**src/source/fetch_cfg.svh**
```systemverilog
`ifndef FETCH_CFG_SVH
`define FETCH_CFG_SVH

// Data and byte address width
`define FETCH_XLEN 32

// Upper bits of the trap vector kept in the base register
`define FETCH_MTVEC_BASE_W 25

// Interrupt index width for vectored traps
`define FETCH_IRQ_ID_W 5

// Response FIFO entries, also the cap on requests in flight
`define FETCH_FIFO_DEPTH 2

// Outstanding, drop and fill counters
`define FETCH_CNT_W 2

// Trap register reset values
`define FETCH_MTVEC_RST 25'h000_0000
`define FETCH_MEPC_RST 32'h0000_0000

`endif

```
**src/source/fetch_pkg.sv**
```systemverilog
`default_nettype none

`include "fetch_cfg.svh"

package fetch_pkg;

  // Widths with a meaning of their own
  typedef logic [`FETCH_XLEN-1:0]         addr_t;
  typedef logic [`FETCH_XLEN-1:0]         instr_word_t;
  typedef logic [`FETCH_MTVEC_BASE_W-1:0] mtvec_base_t;
  typedef logic [`FETCH_IRQ_ID_W-1:0]     irq_id_t;
  typedef logic [`FETCH_CNT_W-1:0]        fifo_cnt_t;

  // Redirect cause
  typedef enum logic [2:0] {
    PC_BOOT     = 3'd0,
    PC_JUMP     = 3'd1,
    PC_BRANCH   = 3'd2,
    PC_MRET     = 3'd3,
    PC_TRAP_EXC = 3'd4,
    PC_TRAP_IRQ = 3'd5
  } pc_mux_e;

  // Trap register select for CSR writes
  typedef enum logic [0:0] {
    CSR_MTVEC = 1'b0,
    CSR_MEPC  = 1'b1
  } csr_sel_e;

  // Controller to IF
  typedef struct packed {
    logic    pc_set;
    pc_mux_e pc_mux;
    irq_id_t irq_id;
    logic    kill_if;
    logic    halt_if;
  } fetch_ctrl_t;

  typedef struct packed {
    logic     we;
    csr_sel_e sel;
    addr_t    wdata;
  } csr_wr_t;

  // One buffered bus response
  typedef struct packed {
    instr_word_t rdata;
    logic        err;
  } fetch_resp_t;

  // IF/ID pipeline contents
  typedef struct packed {
    logic        valid;
    addr_t       pc;
    instr_word_t instr;
    logic        compressed;
    logic        bus_err;
  } if_id_t;

endpackage

`default_nettype wire

```
**src/source/fetch_if_id_reg.sv**
```systemverilog
`default_nettype none
`timescale 1ns/1ns

module fetch_if_id_reg (
  input  wire                    clk,
  input  wire                    rst_n,
  input  fetch_pkg::fetch_ctrl_t ctrl_i,
  input  wire                    id_ready_i,
  input  wire                    fifo_valid_i,
  input  fetch_pkg::fetch_resp_t fifo_head_i,
  input  fetch_pkg::addr_t       fifo_pc_i,
  output logic                   pop_o,
  output logic                   if_valid_o,
  output fetch_pkg::if_id_t      if_id_o
);

  logic                   accept;
  logic                   valid_q;
  fetch_pkg::addr_t       pc_q;
  fetch_pkg::instr_word_t instr_q;
  logic                   compressed_q;
  logic                   bus_err_q;

  ////////////////////////////////////////////////////////////
  // IF handshake
  ////////////////////////////////////////////////////////////

  // Kill and halt both hide the head from ID
  assign if_valid_o = fifo_valid_i && !ctrl_i.kill_if && !ctrl_i.halt_if;
  // Kill discards the head, halt keeps it
  assign pop_o  = fifo_valid_i && (ctrl_i.kill_if || (id_ready_i && !ctrl_i.halt_if));
  assign accept = if_valid_o && id_ready_i;

  always_ff @(posedge clk or negedge rst_n) begin
    if (!rst_n) begin
      valid_q <= 1'b0;
    end else if (accept) begin
      valid_q <= 1'b1;
    end else if (id_ready_i) begin
      // ID took the old one, nothing new behind it
      valid_q <= 1'b0;
    end
  end

  // Frozen while ID stalls
  always_ff @(posedge clk) begin
    if (accept) begin
      pc_q         <= fifo_pc_i;
      instr_q      <= fifo_head_i.rdata;
      compressed_q <= (fifo_head_i.rdata[1:0] != 2'b11);
      bus_err_q    <= fifo_head_i.err;
    end
  end

  assign if_id_o = '{valid: valid_q, pc: pc_q, instr: instr_q,
                     compressed: compressed_q, bus_err: bus_err_q};

endmodule

`default_nettype wire

```
**src/source/fetch_pc_mux.sv**
```systemverilog
`default_nettype none
`timescale 1ns/1ns

module fetch_pc_mux (
  input  fetch_pkg::fetch_ctrl_t ctrl_i,
  input  fetch_pkg::addr_t       boot_addr_i,
  input  fetch_pkg::addr_t       jump_target_i,
  input  fetch_pkg::addr_t       branch_target_i,
  input  fetch_pkg::mtvec_base_t mtvec_base_i,
  input  fetch_pkg::addr_t       mepc_i,
  output fetch_pkg::addr_t       next_pc_o
);

  ////////////////////////////////////////////////////////////
  // Redirect target selection
  ////////////////////////////////////////////////////////////

  always_comb begin
    case (ctrl_i.pc_mux)
      fetch_pkg::PC_BOOT: begin
        next_pc_o = {boot_addr_i[31:2], 2'b00};
      end
      fetch_pkg::PC_JUMP: begin
        next_pc_o = jump_target_i;
      end
      fetch_pkg::PC_BRANCH: begin
        next_pc_o = branch_target_i;
      end
      // Return to the saved PC, word aligned
      fetch_pkg::PC_MRET: begin
        next_pc_o = {mepc_i[31:2], 2'b00};
      end
      // All exceptions share the vector base
      fetch_pkg::PC_TRAP_EXC: begin
        next_pc_o = {mtvec_base_i, 7'h00};
      end
      // Interrupts vector by index, one word per entry
      fetch_pkg::PC_TRAP_IRQ: begin
        next_pc_o = {mtvec_base_i, ctrl_i.irq_id, 2'b00};
      end
      // Unused encodings fall back to the boot target
      default: begin
        next_pc_o = {boot_addr_i[31:2], 2'b00};
      end
    endcase
  end

endmodule

`default_nettype wire

```
**src/source/fetch_prefetch.sv**
```systemverilog
`default_nettype none
`timescale 1ns/1ns

`include "fetch_cfg.svh"

module fetch_prefetch (
  input  wire                    clk,
  input  wire                    rst_n,
  input  wire                    pc_set_i,
  input  fetch_pkg::addr_t       next_pc_i,
  input  wire                    pop_i,
  output logic                   instr_req_o,
  output fetch_pkg::addr_t       instr_addr_o,
  input  wire                    instr_gnt_i,
  input  wire                    instr_rvalid_i,
  input  fetch_pkg::instr_word_t instr_rdata_i,
  input  wire                    instr_err_i,
  output logic                   fifo_valid_o,
  output fetch_pkg::fetch_resp_t fifo_head_o,
  output fetch_pkg::addr_t       fifo_pc_o
);

  // FIFO pointer width, one bit per doubling of the depth
  localparam int PTR_W = $clog2(`FETCH_FIFO_DEPTH);

  fetch_pkg::addr_t       fetch_addr_q;
  fetch_pkg::addr_t       head_pc_q;
  logic                   fetch_en_q;
  fetch_pkg::fifo_cnt_t   outst_q;
  fetch_pkg::fifo_cnt_t   outst_n;
  fetch_pkg::fifo_cnt_t   drop_q;
  fetch_pkg::fifo_cnt_t   fill_q;
  logic [PTR_W-1:0]       wptr_q;
  logic [PTR_W-1:0]       rptr_q;
  logic [`FETCH_CNT_W:0]  in_flight;
  logic                   grant;
  logic                   wr_en;
  logic                   rd_en;
  fetch_pkg::fetch_resp_t mem_q [0:`FETCH_FIFO_DEPTH-1];

  // Wrap a FIFO pointer at the depth
  function automatic logic [PTR_W-1:0] ptr_inc(input logic [PTR_W-1:0] ptr);
    if (ptr == PTR_W'(`FETCH_FIFO_DEPTH - 1)) begin
      return '0;
    end
    return ptr + PTR_W'(1);
  endfunction

  ////////////////////////////////////////////////////////////
  // Bus request side
  ////////////////////////////////////////////////////////////

  // Requests in flight plus buffered words must leave room
  assign in_flight    = {1'b0, outst_q} + {1'b0, fill_q};
  assign instr_req_o  = fetch_en_q && (in_flight < `FETCH_FIFO_DEPTH);
  assign instr_addr_o = fetch_addr_q;
  assign grant        = instr_req_o && instr_gnt_i;

  // Stale responses include one granted in the redirect cycle
  assign outst_n = outst_q + fetch_pkg::fifo_cnt_t'(grant)
                 - fetch_pkg::fifo_cnt_t'(instr_rvalid_i);

  always_ff @(posedge clk or negedge rst_n) begin
    if (!rst_n) begin
      fetch_en_q   <= 1'b0;
      fetch_addr_q <= '0;
      outst_q      <= '0;
      drop_q       <= '0;
    end else begin
      outst_q <= outst_n;
      // Idle until the first redirect
      if (pc_set_i) begin
        fetch_en_q   <= 1'b1;
        fetch_addr_q <= next_pc_i;
        drop_q       <= outst_n;
      end else begin
        if (grant) begin
          fetch_addr_q <= fetch_addr_q + fetch_pkg::addr_t'(4);
        end
        if (instr_rvalid_i && (drop_q != '0)) begin
          drop_q <= drop_q - fetch_pkg::fifo_cnt_t'(1);
        end
      end
    end
  end

  ////////////////////////////////////////////////////////////
  // Response FIFO
  ////////////////////////////////////////////////////////////

  assign wr_en = instr_rvalid_i && !pc_set_i && (drop_q == '0);
  assign rd_en = pop_i && fifo_valid_o && !pc_set_i;

  always_ff @(posedge clk or negedge rst_n) begin
    if (!rst_n) begin
      wptr_q    <= '0;
      rptr_q    <= '0;
      fill_q    <= '0;
      head_pc_q <= '0;
    end else if (pc_set_i) begin
      // Flush, head PC restarts at the target
      wptr_q    <= '0;
      rptr_q    <= '0;
      fill_q    <= '0;
      head_pc_q <= next_pc_i;
    end else begin
      if (wr_en) begin
        wptr_q <= ptr_inc(wptr_q);
      end
      if (rd_en) begin
        rptr_q    <= ptr_inc(rptr_q);
        head_pc_q <= head_pc_q + fetch_pkg::addr_t'(4);
      end
      fill_q <= fill_q + fetch_pkg::fifo_cnt_t'(wr_en) - fetch_pkg::fifo_cnt_t'(rd_en);
    end
  end

  // Payload storage
  always_ff @(posedge clk) begin
    if (wr_en) begin
      mem_q[wptr_q] <= '{rdata: instr_rdata_i, err: instr_err_i};
    end
  end

  assign fifo_valid_o = (fill_q != '0);
  assign fifo_head_o  = mem_q[rptr_q];
  assign fifo_pc_o    = head_pc_q;

endmodule

`default_nettype wire

```
**src/source/fetch_stage.sv**
```systemverilog
`default_nettype none
`timescale 1ns/1ns

module fetch_stage (
  input  wire                    clk,
  input  wire                    rst_n,
  input  fetch_pkg::fetch_ctrl_t ctrl_i,
  input  fetch_pkg::csr_wr_t     csr_wr_i,
  input  fetch_pkg::addr_t       boot_addr_i,
  input  fetch_pkg::addr_t       jump_target_i,
  input  fetch_pkg::addr_t       branch_target_i,
  input  wire                    id_ready_i,
  // Instruction bus
  output logic                   instr_req_o,
  output fetch_pkg::addr_t       instr_addr_o,
  input  wire                    instr_gnt_i,
  input  wire                    instr_rvalid_i,
  input  fetch_pkg::instr_word_t instr_rdata_i,
  input  wire                    instr_err_i,
  // To ID
  output logic                   if_valid_o,
  output fetch_pkg::if_id_t      if_id_o
);

  fetch_pkg::mtvec_base_t mtvec_base;
  fetch_pkg::addr_t       mepc;
  fetch_pkg::addr_t       next_pc;
  logic                   fifo_valid;
  fetch_pkg::fetch_resp_t fifo_head;
  fetch_pkg::addr_t       fifo_pc;
  logic                   pop;

  // Trap registers feed the PC mux
  fetch_trap_regs u_trap_regs (
    .clk          (clk),
    .rst_n        (rst_n),
    .csr_wr_i     (csr_wr_i),
    .ctrl_i       (ctrl_i),
    .boot_addr_i  (boot_addr_i),
    .mtvec_base_o (mtvec_base),
    .mepc_o       (mepc)
  );

  fetch_pc_mux u_pc_mux (
    .ctrl_i          (ctrl_i),
    .boot_addr_i     (boot_addr_i),
    .jump_target_i   (jump_target_i),
    .branch_target_i (branch_target_i),
    .mtvec_base_i    (mtvec_base),
    .mepc_i          (mepc),
    .next_pc_o       (next_pc)
  );

  fetch_prefetch u_prefetch (
    .clk            (clk),
    .rst_n          (rst_n),
    .pc_set_i       (ctrl_i.pc_set),
    .next_pc_i      (next_pc),
    .pop_i          (pop),
    .instr_req_o    (instr_req_o),
    .instr_addr_o   (instr_addr_o),
    .instr_gnt_i    (instr_gnt_i),
    .instr_rvalid_i (instr_rvalid_i),
    .instr_rdata_i  (instr_rdata_i),
    .instr_err_i    (instr_err_i),
    .fifo_valid_o   (fifo_valid),
    .fifo_head_o    (fifo_head),
    .fifo_pc_o      (fifo_pc)
  );

  // Pop goes back to the FIFO
  fetch_if_id_reg u_if_id_reg (
    .clk          (clk),
    .rst_n        (rst_n),
    .ctrl_i       (ctrl_i),
    .id_ready_i   (id_ready_i),
    .fifo_valid_i (fifo_valid),
    .fifo_head_i  (fifo_head),
    .fifo_pc_i    (fifo_pc),
    .pop_o        (pop),
    .if_valid_o   (if_valid_o),
    .if_id_o      (if_id_o)
  );

endmodule

`default_nettype wire

```
**src/source/fetch_trap_regs.sv**
```systemverilog
`default_nettype none
`timescale 1ns/1ns

`include "fetch_cfg.svh"

module fetch_trap_regs (
  input  wire                    clk,
  input  wire                    rst_n,
  input  fetch_pkg::csr_wr_t     csr_wr_i,
  input  fetch_pkg::fetch_ctrl_t ctrl_i,
  input  fetch_pkg::addr_t       boot_addr_i,
  output fetch_pkg::mtvec_base_t mtvec_base_o,
  output fetch_pkg::addr_t       mepc_o
);

  fetch_pkg::mtvec_base_t mtvec_base_q;
  fetch_pkg::addr_t       mepc_q;
  logic                   boot_redirect;

  // Boot redirect reloads the vector base
  assign boot_redirect = ctrl_i.pc_set && (ctrl_i.pc_mux == fetch_pkg::PC_BOOT);

  ////////////////////////////////////////////////////////////
  // Trap vector base
  ////////////////////////////////////////////////////////////

  always_ff @(posedge clk or negedge rst_n) begin
    if (!rst_n) begin
      mtvec_base_q <= `FETCH_MTVEC_RST;
    end else if (boot_redirect) begin
      // Boot wins over a CSR write in the same cycle
      mtvec_base_q <= boot_addr_i[31:7];
    end else if (csr_wr_i.we && (csr_wr_i.sel == fetch_pkg::CSR_MTVEC)) begin
      mtvec_base_q <= csr_wr_i.wdata[31:7];
    end
  end

  // Exception return PC
  always_ff @(posedge clk or negedge rst_n) begin
    if (!rst_n) begin
      mepc_q <= `FETCH_MEPC_RST;
    end else if (csr_wr_i.we && (csr_wr_i.sel == fetch_pkg::CSR_MEPC)) begin
      mepc_q <= csr_wr_i.wdata;
    end
  end

  assign mtvec_base_o = mtvec_base_q;
  assign mepc_o       = mepc_q;

endmodule

`default_nettype wire

```
**config.mk**
```make
export PLATFORM = sky130hd
export DESIGN_NAME = fetch_stage
export DESIGN_NICKNAME = d
export VERILOG_FILES = /design/src/source/fetch_pkg.sv /design/src/source/fetch_if_id_reg.sv /design/src/source/fetch_pc_mux.sv /design/src/source/fetch_prefetch.sv /design/src/source/fetch_stage.sv /design/src/source/fetch_trap_regs.sv
export VERILOG_INCLUDE_DIRS = /design/src /design/src/source
export SDC_FILE = /design/constraint.sdc
export NUM_CORES = 1
export LEC_CHECK = 0
export ABC_AREA = 1
export BUFFER_PORTS_ARGS = -buffer_cell sky130_fd_sc_hd__buf_2
export CORE_MARGIN = 2
export CORE_UTILIZATION = 55
export CTS_CLUSTER_DIAMETER = 60
export CTS_CLUSTER_SIZE = 25
export DETAILED_ROUTE_END_ITERATION = 12
export PLACE_DENSITY = 0.92
export SKIP_CTS_REPAIR_TIMING = 1
export SLEW_MARGIN = 20
export SYNTH_ARGS = -nofsm -noshare
export SYNTH_HDL_FRONTEND = slang
export SYNTH_SLANG_ARGS = --single-unit
```
**constraint.sdc**
```tcl
create_clock -name clk -period 6.5 [get_ports clk]
set_input_delay 0.65 -clock clk [delete_from_list [all_inputs] [get_ports clk]]
set_output_delay 0.65 -clock clk [all_outputs]
set_load 0.01 [all_outputs]
```
==> results by group, run 1 <==
Power
  • VDD IR max: 0.0002351 V
  • Static Leak: 0.007163 uW
  • Pwr Density: 312.6 nW/um2

Timing
  • Final WS setup: 3218 ps
  • Hold Vio Cnt, Final: 0
  • Max Clk Rate: 304.7 MHz
  • Slew headroom: 0.2407
  • Worst-Margin Slew: between 1000 and 1500 ps
  • Fin crit period: ~3300 ps
  • Final period utilization: 0.5050
  • Hold WS: about 170 ps
  • Setup tns final: 0 ps
  • RSZ-0062 raised after global routing: no
  • Clk_skew: 15.82 ps
  • Max-slew violation count: 0
  • Final setup fails: 0

Placed design
  • Routability cong.: 0.9845
  • Post-place instance area: 14550 um2
  • # placed instances: 2090
  • Worst slack, placed: 2803 ps
  • Port buffer count: approximately 280
  • Post-DP HPWL: between 20000 and 30000 um

GRT
  • Largest net degree at the start of global routing: 74
  • Vias in the first global route: roughly 11k
  • GRT Util Overall: 0.3016
  • First-pass GRT wire length: 57910 um
  • Grt ovf: 0
  • Antenna violations before repair: 1

Logic synthesis
  • Synth Area per Inst: 8.371 um2
  • Synth area leader: edfxtp_1
  • Yosys warning count: 0
  • Register area share after synthesis: 0.5547
  • Post-synthesis cell count: 1549
  • Synth top area cells: edfxtp_1, dfrtp_1, nand2_1
  • Net Count, Synth: 1736
  • Distinct cells, synth: 37
  • Number of synthesized register bits: 261
  • Synth Cell Area: 12970 um2
  • Top-area cell type share of the netlist area: 0.3057

Finish
  • Area occupied by multi-input gates: about 4900 um2
  • Fraction of layout cells with a size suffix above 1: 0.2034
  • Fin cells: 2129
  • Storage element area: between 7000 and 8000 um2
  • Area growth syn-to-layout: 18.19%
  • NumNets Final: 1981
  • Final Cell Area: 15320 um2
  • Fillers: ~1.9k

Floorplan
  • Die outline height: 157.5 um
  • Initial Util: 0.5557
  • Die width: ~160 um
  • Io pins: 280
  • Core Footprint: 23330 um2
  • Row count: 56
  • Die area: 24820 um2

Clock network
  • # H-tree levels: 1
  • CTS Sinks: between 200 and 300
  • CTS tree: built
  • Worst-path clk slew: 90 ps
  • Clock Path Buffers: 3
  • Num CTS Buffers: 21
  • Worst-Skew Late Latency: between 500 and 600 ps
  • CTS root buffer: clkbuf_16

Worst hold path
  • Hold Path Class: input port to async pin

Flow run
  • Max cap viols: 0

Worst setup path
  • Critical path endpoint category: flop
  • Crit-path max FO: 32
  • Setup crit start kind: input port
  • CP arrival: 3710 ps
  • Critical path class: input port to flop
  • CP required: between 6000 and 7000 ps

Route
  • DR iter-0 viols: 1130
  • Vias per std cell: 5.597
  • Initial DRT Pass Iterations: 5
  • Residual DRC: 0
  • DR WL/cell: 17.68 um
  • Routed WL: 37650 um
  • Vias: 11.92k
  • Remaining antenna violation count after routing: 0

Run status
  • Status: finished, final reports clean
-- stage by stage --
step	util	power, uW
4_1_cts	0.6564	4787
3_5_place_dp	0.6238	3405
3_3_place_gp	0.6238	3342
6_report	0.6568	4790
2_1_floorplan	-	2936
5_1_grt	0.6568	5021
-- synth_stat cells (all sizes together) --
master	count
fa	1
xnor2	3
a22o	2
nand4	17
o211ai	9
nor2	213
xor2	3
o21ai	39
edfxtp	132
clkinv	2
mux2	19
o22ai	2
nor3b	1
o221ai	25
nand3b	2
ha	7
dfrtp	129
or2	2
a21oi	109
buf	39
nor3	5
a31oi	2
nand3	120
nand2	476
clkbuf	22
inv	164
a22oi	4
-- power by group --
part           internal [uW]  leakage [uW]  switching, uW
sequential              2010       0.00276            252
clock                    664      0.000365            729
combinational            388       0.00404            750
-- critical path: stages --
cell and delay, ps:
buf_2 110, inv_2 80, nand2_1 670, nand3_2 770, inv_2 700, a21oi_1 130
o21ai_1 310, o21ai_1 130, nand2_1 80, nand2_1 50
-- logic make-up after synthesis --
| family | share of synthesized area |
|---|---|
| adders and majority gates | 0.008299 |
| buffers and inverters | 0.06909 |
| DFF | 0.5547 |
| AOI/OAI and AO/OA | 0.08511 |
| muxes | 0.01650 |
| xor gates and xnor gates | 0.004054 |
| and+or+nand+nor | 0.2623 |
-- layer usage --
layer  vias to the layer above  wire length [um]  GRT usage
met1                      5533             14190     0.4003
met2                       698             17680     0.4866
li1                       5565                 -          -
met5                         -                 0          0
met4                         0              1683     0.1255
met3                       120              4091    0.06112
-- state kept, by name, indices dropped and copies added, names as in the netlist, 25 cells and up --
signal / count
u_trap_regs.mtvec_base_o: 25
u_trap_regs.mepc_o: 30
u_if_id_reg.instr_q: 32
u_prefetch.fifo_pc_o: 32
u_prefetch.instr_addr_o: 32
u_if_id_reg.pc_q: 32
u_prefetch.mem_q: 66
-- layout make-up --
cell class                      count  share of cell area
Clock buffer                       21             0.03429
Clock inverter                     17             0.01535
Antenna cell                        1           0.0001633
Inverter                          166             0.04066
Multi-Input combinational cell   1061              0.3203
Tap cell                          319             0.02605
Timing Repair Buffer              283             0.09389
Sequential cell                   261              0.4693
-- cells in the final DEF, fill, tap and decap left out, drive strengths merged, types with 19 or more instances in the layout --
cell type / netlist / routed
edfxtp: 132 / 132
nor2: 213 / 213
o221ai: 25 / 25
mux2: 19 / 19
nand3: 120 / 120
inv: 164 / 176
nand2: 476 / 476
a21oi: 109 / 109
dfrtp: 129 / 129
buf: 39 / 283
clkbuf: 22 / 21
o21ai: 39 / 39
-- final timing paths --
check	startpoint	endpoint	slack, ps	depth (start not counted)
max	ctrl_i[8]	u_prefetch.instr_addr_o[12]	3220	10
min	rst_n	u_prefetch.fifo_pc_o[29]	170	1
max reg2reg	u_prefetch.fill_q[0]	u_prefetch.instr_addr_o[29]	3810	10
min reg2reg	u_prefetch.fetch_en_q	u_prefetch.fetch_en_q	460	2
max in group asynchronous	rst_n	u_prefetch.instr_addr_o[0]	4860	2
min in group clk	instr_rdata_i[29]	u_prefetch.mem_q[0][30]	300	1
(Power assumes the default switching activity.)
==> inputs of run 2 (changes only) <==
clock period = 3.3 ns   (was 6.5 ns; I/O delays follow)
==> results by group, run 2 (synthesized netlist as in run 1, its figures left out) <==
Finish
  • Fraction of layout cells with a size suffix above 1: 0.2035 (about the same)
  • Area growth syn-to-layout: 19.24%
  • Largest reg by FF count: u_prefetch.mem_q
  • Largest register FFs: 66 (unchanged)
  • Final Cell Area: 15460 um2 (+0.89%)
  • Commonest non-fill, non-tap cells in the layout: nand2_1, buf_2, nor2_1
  • Fin cells: 2157 (+1.3%)
  • Most common cell after layout, fill and taps aside: nand2_1
  • Ant. Diodes: 0 (-1)
  • NumNets Final: 2013 (+1.6%)

Timing
  • Worst-Margin Slew: 989.5 ps (-148.2 ps)
  • Setup tns final: 0 ps (unchanged)
  • Hold WS: -55.87 ps (-223.8 ps)
  • Final setup fails: 0 (unchanged)
  • Hold Vio Cnt, Final: 7 (+7)
  • RSZ-0062 raised after global routing: no
  • Clk_skew: 30.77 ps (+14.95 ps)
  • Final period utilization: 0.7724
  • Fin crit period: 2549 ps
  • Max-slew violation count: 0 (unchanged)
  • Slew headroom: 0.3403 (+0.09964)
  • Max Clk Rate: 392.3 MHz
  • Final WS setup: 751.0 ps (-2467 ps)

Worst setup path
  • Crit-path max FO: 12 (-63%)
  • CP required: 3730 ps (-3200 ps)
  • Critical path endpoint category: flop
  • Critical path class: flop to flop
  • CP arrival: 2980 ps (-730 ps)
  • Setup crit start kind: flop

Route
  • Initial DRT Pass Iterations: 6 (+1)
  • Routed WL: 37700 um (+0.13%)
  • Residual DRC: 0 (unchanged)
  • DR iter-0 viols: 1182 (+4.6%)
  • Remaining antenna violation count after routing: 0 (unchanged)
  • Vias: 11.95k (+0.25%)
  • Vias per std cell: 5.538 (-1.0%)
  • DR WL/cell: 17.48 um (-1.2%)

Run status
  • Failing checks: hold timing
  • Status: complete, but fails checks

Clock network
  • Clock Path Buffers: 3 (unchanged)
  • Num CTS Buffers: 19 (-9.5%)
  • CTS root buffer: clkbuf_16
  • CTS Sinks: 261 (unchanged)
  • Worst-path clk slew: 100 ps (about the same)
  • Worst-Skew Late Latency: 520 ps (about the same)
  • CTS tree: built
  • # H-tree levels: 1 (unchanged)

GRT
  • Vias in the first global route: 10.86k (-3.0%)
  • Grt ovf: 0 (unchanged)
  • First-pass GRT wire length: 57440 um (-0.81%)
  • Antenna violations before repair: 1 (unchanged)
  • Largest net degree at the start of global routing: 72 (-2.7%)
  • GRT Util Overall: 0.2987 (-0.002890)

Placed design
  • Worst slack, placed: 832.6 ps (-1971 ps)
  • Routability cong.: 0.9828 (-0.17%)
  • # placed instances: 2104 (+0.67%)
  • Port buffer count: 275 (unchanged)
  • Post-place instance area: 14660 um2 (+0.74%)
  • Post-DP HPWL: 27520 um (+0.89%)

Power
  • Static Leak: 0.007235 uW (+1.0%)
  • Pwr Density: 585.5 nW/um2 (+87%)
  • VDD IR max: 0.0003920 V (+67%)

Floorplan
  • Die width: 157.5 um (unchanged)
  • Die area: 24820 um2 (unchanged)
  • Initial Util: 0.5557 (unchanged)
  • Core Footprint: 23330 um2 (unchanged)
  • Row count: 56 (unchanged)
  • Die outline height: 157.5 um (unchanged)
  • Io pins: 280 (unchanged)

Worst hold path
  • Hold Path Class: input port to async pin

Flow run
  • Max cap viols: 0 (unchanged)
-- run 2: report_power, final --
| group | leakage [uW] | internal, uW | total [uW] | switching (uW) |
|---|---|---|---|---|
| clock | 0.000281 | 1120 | 2310 | 1190 |
| combinational | 0.00419 | 800 | 2290 | 1490 |
| sequential | 0.00276 | 3950 | 4450 | 495 |
| total | 0.00724 | 5870 | 9050 | 3180 |
-- run 2: path summary, 6_finish.rpt --
check	start	endpoint	slack, ps	cells past startpoint
min reg2reg	u_prefetch.fifo_pc_o[0]	u_if_id_reg.pc_q[0]	460	0
max reg2reg	u_prefetch.fill_q[0]	u_prefetch.drop_q[1]	750	10
max	u_prefetch.fill_q[0]	u_prefetch.drop_q[1]	750	10
max in group asynchronous	rst_n	u_prefetch.fifo_pc_o[1]	2540	2
min in group clk	instr_rdata_i[24]	u_prefetch.mem_q[1][25]	10	1
min	rst_n	u_trap_regs.mtvec_base_o[19]	-60	1
-- run 2: area by class of cell --
cell class	instances	area (um2)
fill	1861	7871
sequential	261	7192
multi-input combinational	1061	4898
timing repair buffer	317	1757
inverter	166	623.1
clock buffer	21	493.0
tap	319	399.1
clock inverter	12	98.84
-- run 2: stage by stage --
stage | total power [uW] | hold WS [ps] | utilization
2_1_floorplan | 5781 | 34.41 | -
3_3_place_gp | 6593 | 433.1 | 0.6284
3_5_place_dp | 6727 | 442.2 | 0.6284
4_1_cts | 9018 | -11.90 | 0.6537
5_1_grt | 9533 | 1.100 | 0.6626
6_report | 9052 | -55.87 | 0.6626
-- run 2: per-layer routing --
| layer | track usage | vias up | share of wire |
|---|---|---|---|
| met4 | 0.09351 | 2 | 0.035 |
| met3 | 0.05452 | 104 | 0.10 |
| li1 | - | 5612 | - |
| met2 | 0.4883 | 694 | 0.48 |
| met1 | 0.4077 | 5534 | 0.39 |
| met5 | 0 | - | 0.00034 |
-- run 2: critical path, stage by stage, from the launching register on --
cell and delay [ps]:
dfrtp_1 410, nand2_1 70, inv_1 40, fa_1 450
nor3_2 210, nand2_1 230, inv_1 420, ha_1 270
xnor2_1 170, nand2_1 80, nand2_1 110
